[config.mk]
export PLATFORM = sky130hd
export DESIGN_NAME = radio_io_top
export DESIGN_NICKNAME = d
export VERILOG_FILES = /design/src/radio_io_pkg.sv /design/src/radio_cfg_regs.sv /design/src/rx_deframer.sv /design/src/tx_framer.sv /design/src/radio_io_top.sv
export VERILOG_INCLUDE_DIRS = /design/src /design/src/src
export SDC_FILE = /design/constraint.sdc
export NUM_CORES = 1
export LEC_CHECK = 0
export ABC_AREA = 1
export BUFFER_PORTS_ARGS = -buffer_cell sky130_fd_sc_hd__buf_2
export CAP_MARGIN = 20
export CORE_MARGIN = 2
export CORE_UTILIZATION = 45
export DETAILED_ROUTE_END_ITERATION = 16
export PLACE_DENSITY = 0.77
export SYNTH_ARGS = -nofsm -noshare
export SYNTH_HDL_FRONTEND = slang
export SYNTH_SLANG_ARGS = --single-unit
[constraint.sdc]
create_clock -name radio_clk -period 2.2 [get_ports radio_clk]
set_clock_uncertainty 0.15 [all_clocks]
set_input_delay 0.22 -clock radio_clk [delete_from_list [all_inputs] [get_ports radio_clk]]
set_output_delay 0.22 -clock radio_clk [all_outputs]
set_load 0.02 [all_outputs]
[src/radio_io_consts.svh]
// ################################################
// sample and error counter widths, register map
// and control bit positions for the radio I/O
// ################################################

`ifndef RADIO_IO_CONSTS_SVH
`define RADIO_IO_CONSTS_SVH

// transceiver sample width, one I or Q value
`define RADIO_SAMPLE_W 12

// saturating framing error counter
`define RADIO_ERRCNT_W 16

// register map
`define RADIO_ADDR_CTRL   2'd0
`define RADIO_ADDR_STATUS 2'd1

// bits of the control register
`define RADIO_CTRL_MIMO_BIT 0
`define RADIO_CTRL_TXEN_BIT 1

`endif

[src/radio_io_pkg.sv]
// ################################################
// types for the radio I/O: samples, bus halves,
// register port words and the deframer states
// ################################################

`default_nettype none

`include "radio_io_consts.svh"

package radio_io_pkg;

  // one signed I or Q value from the transceiver
  typedef logic signed [`RADIO_SAMPLE_W-1:0] sample_t;

  // both channels of one sample period
  typedef struct packed {
    sample_t i0;
    sample_t q0;
    sample_t i1;
    sample_t q1;
  } iq_pair_t;

  // one radio_clk cycle on the shared port
  // rise half carries I, fall half carries Q
  typedef struct packed {
    sample_t rise_data;
    sample_t fall_data;
    logic    rise_frame;
    logic    fall_frame;
  } bus_half_t;

  typedef logic [1:0]  cfg_addr_t;
  typedef logic [15:0] cfg_word_t;

  typedef enum logic {
    WAIT_CH0,
    WAIT_CH1
  } deframe_state_e;

endpackage

`default_nettype wire

[src/radio_cfg_regs.sv]
// ################################################
// four-phase register slave with control bits
// and a clear-on-write framing error counter
// ################################################

`default_nettype none
`timescale 1ns/10ps

`include "radio_io_consts.svh"

module radio_cfg_regs (
  input  wire                     radio_clk,
  input  wire                     radio_rst,
  input  wire                     cfg_req_i,
  input  wire                     cfg_we_i,
  input  radio_io_pkg::cfg_addr_t cfg_addr_i,
  input  radio_io_pkg::cfg_word_t cfg_wdata_i,
  input  wire                     frame_err_i,
  output logic                    cfg_ack_o,
  output radio_io_pkg::cfg_word_t cfg_rdata_o,
  output logic                    mimo_o,
  output logic                    tx_en_o
);

  import radio_io_pkg::*;

  logic                       req_q;
  logic                       req_rise;
  logic                       status_clr;
  logic [`RADIO_ERRCNT_W-1:0] err_cnt;
  cfg_word_t                  rd_word;

  // one access per rising edge of req
  assign req_rise   = cfg_req_i & ~req_q;
  assign status_clr = req_rise & cfg_we_i & (cfg_addr_i == `RADIO_ADDR_STATUS);

  always_comb begin
    rd_word = '0;
    if (cfg_addr_i == `RADIO_ADDR_CTRL) begin
      rd_word[`RADIO_CTRL_MIMO_BIT] = mimo_o;
      rd_word[`RADIO_CTRL_TXEN_BIT] = tx_en_o;
    end else if (cfg_addr_i == `RADIO_ADDR_STATUS) begin
      rd_word = cfg_word_t'(err_cnt);
    end
  end

  always_ff @(posedge radio_clk or posedge radio_rst) begin
    if (radio_rst) begin
      req_q     <= 1'b0;
      cfg_ack_o <= 1'b0;
      mimo_o    <= 1'b0;
      tx_en_o   <= 1'b0;
      err_cnt   <= '0;
    end else begin
      req_q <= cfg_req_i;
      // ack follows req with one cycle of delay in both directions
      if (req_rise) begin
        cfg_ack_o <= 1'b1;
      end else if (!cfg_req_i) begin
        cfg_ack_o <= 1'b0;
      end
      if (req_rise && cfg_we_i && (cfg_addr_i == `RADIO_ADDR_CTRL)) begin
        mimo_o  <= cfg_wdata_i[`RADIO_CTRL_MIMO_BIT];
        tx_en_o <= cfg_wdata_i[`RADIO_CTRL_TXEN_BIT];
      end
      // clear wins over a new error in the same cycle
      if (status_clr) begin
        err_cnt <= '0;
      end else if (frame_err_i && (err_cnt != '1)) begin
        err_cnt <= err_cnt + 1'b1;
      end
    end
  end

  // read data is captured with the request and held through ack
  always_ff @(posedge radio_clk) begin
    if (req_rise) begin
      cfg_rdata_o <= rd_word;
    end
  end

  ack_needs_req : assert property (
    @(posedge radio_clk) disable iff (radio_rst)
    $rose(cfg_ack_o) |-> $past(cfg_req_i)
  );

endmodule

`default_nettype wire

[src/rx_deframer.sv]
// ################################################
// receive deframer: bus halves to channel sample
// pairs with a strobe, MIMO framing error pulses
// ################################################

`default_nettype none
`timescale 1ns/10ps

module rx_deframer (
  input  wire                     radio_clk,
  input  wire                     radio_rst,
  input  wire                     mimo_i,
  input  radio_io_pkg::bus_half_t rx_bus_i,
  output radio_io_pkg::iq_pair_t  rx_samples_o,
  output logic                    rx_stb_o,
  output logic                    frame_err_o
);

  import radio_io_pkg::*;

  deframe_state_e state;

  // control path: state, strobe and error pulse
  always_ff @(posedge radio_clk or posedge radio_rst) begin
    if (radio_rst) begin
      state       <= WAIT_CH0;
      rx_stb_o    <= 1'b0;
      frame_err_o <= 1'b0;
    end else begin
      rx_stb_o    <= 1'b0;
      frame_err_o <= 1'b0;
      if (!mimo_i) begin
        // siso passes a sample every cycle
        state    <= WAIT_CH0;
        rx_stb_o <= 1'b1;
      end else begin
        case (state)
          WAIT_CH0: begin
            if (rx_bus_i.rise_frame) begin
              state <= WAIT_CH1;
            end else begin
              // no frame marker, drop the cycle and keep looking
              frame_err_o <= 1'b1;
            end
          end
          WAIT_CH1: begin
            if (rx_bus_i.rise_frame) begin
              // a second channel 0, restart the pair from here
              frame_err_o <= 1'b1;
            end else begin
              state    <= WAIT_CH0;
              rx_stb_o <= 1'b1;
            end
          end
          default: begin
            state <= WAIT_CH0;
          end
        endcase
      end
    end
  end

  // sample registers
  always_ff @(posedge radio_clk) begin
    if (!mimo_i) begin
      rx_samples_o.i0 <= rx_bus_i.rise_data;
      rx_samples_o.q0 <= rx_bus_i.fall_data;
      rx_samples_o.i1 <= rx_bus_i.rise_data;
      rx_samples_o.q1 <= rx_bus_i.fall_data;
    end else if (rx_bus_i.rise_frame) begin
      // channel 0 cycle, also the resync point
      rx_samples_o.i0 <= rx_bus_i.rise_data;
      rx_samples_o.q0 <= rx_bus_i.fall_data;
    end else if (state == WAIT_CH1) begin
      rx_samples_o.i1 <= rx_bus_i.rise_data;
      rx_samples_o.q1 <= rx_bus_i.fall_data;
    end
  end

  // a MIMO pair takes two bus cycles, so strobes never touch
  mimo_stb_single : assert property (
    @(posedge radio_clk) disable iff (radio_rst)
    (mimo_i && rx_stb_o) |=> !(mimo_i && rx_stb_o)
  );

endmodule

`default_nettype wire

[src/tx_framer.sv]
// ################################################
// transmit framer: sample pairs to bus halves,
// strobe pacing, frame bits and SISO substitution
// ################################################

`default_nettype none
`timescale 1ns/10ps

module tx_framer (
  input  wire                     radio_clk,
  input  wire                     radio_rst,
  input  wire                     mimo_i,
  input  wire                     tx_en_i,
  input  radio_io_pkg::iq_pair_t  tx_samples_i,
  output logic                    tx_stb_o,
  output radio_io_pkg::bus_half_t tx_bus_o
);

  import radio_io_pkg::*;

  logic    mimo_q;
  logic    en_q;
  logic    restart;
  sample_t ch1_i;
  sample_t ch1_q;
  sample_t siso_i;
  sample_t siso_q;

  // new mode or freshly enabled, begin again with an idle cycle
  assign restart = (mimo_i != mimo_q) | ~en_q;

  // siso sends channel 1 when channel 0 is all zero
  always_comb begin
    if ((tx_samples_i.i0 == '0) && (tx_samples_i.q0 == '0)) begin
      siso_i = tx_samples_i.i1;
      siso_q = tx_samples_i.q1;
    end else begin
      siso_i = tx_samples_i.i0;
      siso_q = tx_samples_i.q0;
    end
  end

  always_ff @(posedge radio_clk or posedge radio_rst) begin
    if (radio_rst) begin
      mimo_q   <= 1'b0;
      en_q     <= 1'b0;
      tx_stb_o <= 1'b0;
      tx_bus_o <= '0;
    end else begin
      mimo_q <= mimo_i;
      en_q   <= tx_en_i;
      if (!tx_en_i) begin
        tx_stb_o <= 1'b0;
        tx_bus_o <= '0;
      end else if (restart) begin
        tx_stb_o <= 1'b1;
        tx_bus_o <= '0;
      end else if (mimo_i) begin
        tx_stb_o <= ~tx_stb_o;
        if (tx_stb_o) begin
          tx_bus_o <= {tx_samples_i.i0, tx_samples_i.q0, 1'b1, 1'b1};
        end else begin
          tx_bus_o <= {ch1_i, ch1_q, 1'b0, 1'b0};
        end
      end else begin
        // single channel, marker on the falling half only
        tx_stb_o <= 1'b1;
        tx_bus_o <= {siso_i, siso_q, 1'b0, 1'b1};
      end
    end
  end

  // channel 1 kept from the strobe cycle for the next bus cycle
  always_ff @(posedge radio_clk) begin
    if (tx_stb_o) begin
      ch1_i <= tx_samples_i.i1;
      ch1_q <= tx_samples_i.q1;
    end
  end

  tx_off_silent : assert property (
    @(posedge radio_clk) disable iff (radio_rst)
    !tx_en_i |=> !tx_bus_o.rise_frame && !tx_bus_o.fall_frame && !tx_stb_o
  );

endmodule

`default_nettype wire

[src/radio_io_top.sv]
// ################################################
// radio I/O top: register block, receive
// deframer and transmit framer
// ################################################

`default_nettype none
`timescale 1ns/10ps

module radio_io_top (
  input  wire                     radio_clk,
  input  wire                     radio_rst,
  // register port
  input  wire                     cfg_req_i,
  input  wire                     cfg_we_i,
  input  radio_io_pkg::cfg_addr_t cfg_addr_i,
  input  radio_io_pkg::cfg_word_t cfg_wdata_i,
  output logic                    cfg_ack_o,
  output radio_io_pkg::cfg_word_t cfg_rdata_o,
  // receive side
  input  radio_io_pkg::bus_half_t rx_bus_i,
  output radio_io_pkg::iq_pair_t  rx_samples_o,
  output logic                    rx_stb_o,
  // transmit side
  input  radio_io_pkg::iq_pair_t  tx_samples_i,
  output logic                    tx_stb_o,
  output radio_io_pkg::bus_half_t tx_bus_o
);

  logic mimo;
  logic tx_en;
  logic frame_err;

  radio_cfg_regs u_cfg_regs (
    .radio_clk   (radio_clk),
    .radio_rst   (radio_rst),
    .cfg_req_i   (cfg_req_i),
    .cfg_we_i    (cfg_we_i),
    .cfg_addr_i  (cfg_addr_i),
    .cfg_wdata_i (cfg_wdata_i),
    .frame_err_i (frame_err),
    .cfg_ack_o   (cfg_ack_o),
    .cfg_rdata_o (cfg_rdata_o),
    .mimo_o      (mimo),
    .tx_en_o     (tx_en)
  );

  rx_deframer u_rx_deframer (
    .radio_clk    (radio_clk),
    .radio_rst    (radio_rst),
    .mimo_i       (mimo),
    .rx_bus_i     (rx_bus_i),
    .rx_samples_o (rx_samples_o),
    .rx_stb_o     (rx_stb_o),
    .frame_err_o  (frame_err)
  );

  tx_framer u_tx_framer (
    .radio_clk    (radio_clk),
    .radio_rst    (radio_rst),
    .mimo_i       (mimo),
    .tx_en_i      (tx_en),
    .tx_samples_i (tx_samples_i),
    .tx_stb_o     (tx_stb_o),
    .tx_bus_o     (tx_bus_o)
  );

endmodule

`default_nettype wire

==> metrics.txt <==
# TYPE chip_impl_metric gauge
chip_impl_metric{name="setup_tns",unit="ns"} 0
chip_impl_metric{name="number_of_antenna_violations_at_the_first_check_in_global_routing",unit=""} 0
chip_impl_info{name="worst_path_most_repeated_cell",value="nand2_1"} 1
chip_impl_metric{name="synth-warning-count",unit=""} 0
chip_impl_metric{name="post_cts_resized",unit=""} 0
chip_impl_metric{name="final_layout_size_suffix_gt1_share",unit="%"} 31.25
chip_impl_metric{name="pwr_density_cell",unit="mW/mm2"} 939.7
chip_impl_metric{name="postSynthCellCount",unit=""} 528
chip_impl_metric{name="required",unit="ns"} 2.38
chip_impl_metric{name="fin_crit",unit="ns"} 2.003
chip_impl_metric{name="worst-path-max-fanout",unit=""} 23
chip_impl_metric{name="drc",unit=""} 0
chip_impl_metric{name="timing.critical_path.buf_inv",unit=""} 2
chip_impl_info{name="timing.hold.worst_endpoint",value="u_tx_framer.tx_bus_o[10]"} 1
chip_impl_info{name="regToRegEndpoint",value="u_cfg_regs.err_cnt[8]"} 1
chip_impl_metric{name="net_count_after_synthesis",unit=""} 626
chip_impl_metric{name="drt-total-wl",unit="um"} 14950
chip_impl_metric{name="depth_of_the_worst_register_to_register_path",unit=""} 9
chip_impl_metric{name="synth.ff_latch_count",unit=""} 140
chip_impl_metric{name="final_antenna_net_count",unit=""} 0
chip_impl_metric{name="dieWidth",unit="um"} 118.3
chip_impl_metric{name="irDropWorstVdd",unit="mV"} 0.4985
chip_impl_metric{name="design.core.area",unit="mm2"} 0.01267
chip_impl_metric{name="timing.final.crit_share",unit="%"} 91.05
chip_impl_metric{name="fillerInstances",unit=""} 1000
chip_impl_metric{name="avgViaCountPerCell",unit=""} 5.117
chip_impl_info{name="status",value="complete, no violations"} 1
chip_impl_metric{name="post_placement_setup_slack",unit="ns"} 0.3391
chip_impl_metric{name="hold-worst-slack",unit="ns"} 0.01705
chip_impl_info{name="final_cell_mix",value="buf_2 (173), edfxtp_1 (88), nand2_1 (72), inv_1 (72), dlygate4sd3_1 (59)"} 1
chip_impl_info{name="critical_path.cell_chain",value="dlygate4sd3_1, buf_2, nor2_1, nand2_1, nor2_2, nand3_2, nand2_1, nand3_1, a21oi_1"} 1
chip_impl_metric{name="routed-via-count",unit=""} 4892
chip_impl_info{name="layout.cells.most_common",value="buf_2"} 1
chip_impl_info{name="timing.critical_path.to_type",value="register"} 1
chip_impl_info{name="clk_root_buffer_cell",value="clkbuf_16"} 1
chip_impl_metric{name="max_slew_margin",unit="%"} 64.03
chip_impl_metric{name="post_place_cells",unit=""} 865
chip_impl_info{name="crit_type",value="in -> reg"} 1
chip_impl_metric{name="syn_avg_cell_area",unit="um2"} 11.13
chip_impl_metric{name="timing.max_cap.violations",unit=""} 0
chip_impl_info{name="cp_slowest_cell",value="dlygate4sd3_1"} 1
chip_impl_metric{name="htreeDepth",unit=""} 4
chip_impl_info{name="rsz0062_at_grt",value="false"} 1
chip_impl_info{name="start_kind",value="input pin"} 1
chip_impl_metric{name="finalNonFillerCells",unit=""} 956
chip_impl_metric{name="rows",unit=""} 41
chip_impl_metric{name="start_util",unit="%"} 46.36
chip_impl_metric{name="timing.hold.worst_path_depth",unit=""} 3
chip_impl_metric{name="post_drt_wl_per_cell",unit="um"} 15.63
chip_impl_metric{name="worst_ep_arrival_time",unit="ns"} 2.19
chip_impl_metric{name="drt-initial-drc-count",unit=""} 355
chip_impl_metric{name="globalRoute.totalOverflow",unit=""} 0
chip_impl_metric{name="finalSetupViolations",unit=""} 0
chip_impl_metric{name="timing_hold_violations_final",unit=""} 0
chip_impl_metric{name="maxClockFrequency",unit="MHz"} 499.2
chip_impl_metric{name="slew_viol_final",unit=""} 0
chip_impl_metric{name="die_y",unit="um"} 118.3
chip_impl_metric{name="rrSetupSlack",unit="ns"} 0.38
chip_impl_metric{name="clock-sinks",unit=""} 140
chip_impl_metric{name="grt_pass1_vias",unit=""} 4996
chip_impl_metric{name="leakagePower",unit="nW"} 3.758
chip_impl_info{name="crit_path_start",value="tx_samples_i[33]"} 1
chip_impl_metric{name="hpwl",unit="um"} 9838
chip_impl_metric{name="first_pass_iters",unit=""} 5
chip_impl_metric{name="syn_to_final_growth",unit="%"} 38.57
chip_impl_metric{name="number_of_top_level_pins",unit=""} 189
chip_impl_metric{name="slowest_stage_delay_on_critical_path",unit="ns"} 0.53
chip_impl_info{name="cts_tree",value="yes"} 1
chip_impl_metric{name="grt_first_pass_wirelength",unit="um"} 24240
chip_impl_info{name="synth_top_cells_by_area",value="edfxtp_1 (45%), dfrtp_1 (22%), inv_1 (4.7%)"} 1
chip_impl_metric{name="port_buffers",unit=""} 173
chip_impl_info{name="cell_accounting_for_the_most_synthesized_area",value="edfxtp_1"} 1
chip_impl_metric{name="tritoncts.num_buffers",unit=""} 17
chip_impl_metric{name="share_of_synthesized_area_occupied_by_flip_flops_and_latches",unit="%"} 67.14
chip_impl_metric{name="tightestPinTransition",unit="ns"} 0.5390
chip_impl_metric{name="insertedDiodeCount",unit=""} 0
chip_impl_metric{name="synth_top_cell_area_share",unit="%"} 44.98
chip_impl_info{name="worst_path_dominant_cell_family",value="simple AND/OR/NAND/NOR gates"} 1
chip_impl_metric{name="postLayoutSetupSlackWorst",unit="ns"} 0.1969
chip_impl_metric{name="floorplan.die_area",unit="mm2"} 0.01398
chip_impl_metric{name="netlist_area",unit="mm2"} 0.005874
chip_impl_metric{name="clkTransAtPathRegs",unit="ns"} 0.06
chip_impl_metric{name="max_buffers_root_to_sink",unit=""} 2
chip_impl_metric{name="finish.net_count",unit=""} 869
chip_impl_metric{name="gpl.final_weighted_congestion",unit=""} 0.8446
chip_impl_metric{name="grt_start_max_net_pins",unit=""} 34
chip_impl_info{name="rr_startpoint",value="u_cfg_regs.err_cnt[0]"} 1
chip_impl_metric{name="grt.total_usage",unit="%"} 22.03
chip_impl_info{name="hold_path_startpoint",value="tx_samples_i[32]"} 1
chip_impl_metric{name="netlist-cell-type-count",unit=""} 32
chip_impl_info{name="hold_path.class",value="in -> reg"} 1
chip_impl_metric{name="worst_skew_pair.late_latency",unit="ns"} 0.42
cell type report:
| type | instances | area (um2) | share of cell area (%) |
|---|---|---|---|
| flip-flops and latches | 140 | 3944 | 48.45 |
| repair buffers | 245 | 1579 | 19.40 |
| clock inverters | 14 | 171.4 | 2.106 |
| inverters | 82 | 312.8 | 3.843 |
| multi-input cells | 285 | 1489 | 18.29 |
| well taps | 172 | 215.2 | 2.644 |
| clock buffers | 18 | 429.2 | 5.272 |
routing by layer:
layer	up-vias	share of wire [%]	wire, um	track usage (%)
met5	-	0	0	0
met4	0	2.2	335	9.789
met3	32	8.3	1244	6.178
met2	274	51	7639	37.83
met1	2291	38	5725	25.68
li1	2295	-	-	-
sequential cells by signal, summed over array words and instances, names as in the netlist, 12 cells and up:
register and count:
u_rx_deframer.rx_samples_o 48, u_tx_framer.tx_bus_o 26, u_cfg_regs.cfg_rdata_o 16, u_cfg_regs.err_cnt 16, u_tx_framer.ch1_i 12, u_tx_framer.ch1_q 12
stage by stage:
step	power (mW)	area, um2	utilization [%]
after global routing	7.979	8140	64.24
after detailed placement	4.721	6949	54.84
after global placement	4.676	6949	54.84
final	7.650	8140	64.24
after floorplan	4.249	5874	-
after CTS	7.703	8140	64.24
cell usage after synthesis (all sizes together):
cell	number
xor2	4
nand4	27
edfxtp	88
clkinv	3
dfrtp	52
nor3	4
clkbuf	2
a22oi	22
a21oi	26
nand2	75
or2	1
nor2	49
buf	19
mux2	3
ha	2
o21ai	21
inv	79
nand3	50
xnor2	1
how the worst max path moves through the flow:
| stage | to | depth (start not counted) |
|---|---|---|
| finish | u_tx_framer.tx_bus_o[7] | 9 |
| global route | u_tx_framer.tx_bus_o[7] | 9 |
| CTS | u_tx_framer.tx_bus_o[21] | 9 |
| detailed placement | u_tx_framer.tx_bus_o[21] | 8 |
| global placement | u_tx_framer.tx_bus_o[17] | 8 |
| floorplan | u_cfg_regs.err_cnt[8] | 7 |
timing repair:
item / in CTS / in global routing
hold endpoints to repair: 104 / 0
hold buffers: 59 / 0
buffers inserted: 0 / 0
power by group:
part / switching [mW] / internal (mW) / leakage, nW / total [mW]
Clock: 1.10 / 1.78 / 0.288 / 2.88
Sequential: 0.168 / 3.19 / 1.55 / 3.36
Combinational: 0.912 / 0.496 / 1.92 / 1.41
cell families (layout without fill, tap and decap cells):
| logic type | after synthesis | count (layout) | share of synthesized area, % |
|---|---|---|---|
| and+or+nand+nor | 206 | 206 | 16.66 |
| DFF | 140 | 140 | 67.14 |
| buffers and inverters | 103 | 359 | 7.519 |
| AOI/OAI and AO/OA | 69 | 69 | 6.944 |
| xor gates and xnor gates | 5 | 5 | 0.7454 |
| muxes | 3 | 3 | 0.5750 |
| adders and majority gates | 2 | 2 | 0.4259 |
worst register-to-register path: cells and delay by family, from the launching register on:
kind	cells	cell delay, ns
simple gates	6	0.76
fa+ha+maj	1	0.23
compound gates	1	0.05
flops	1	0.41
buf+inv	1	0.14
No activity file was read; power rests on OpenSTA's default activity.
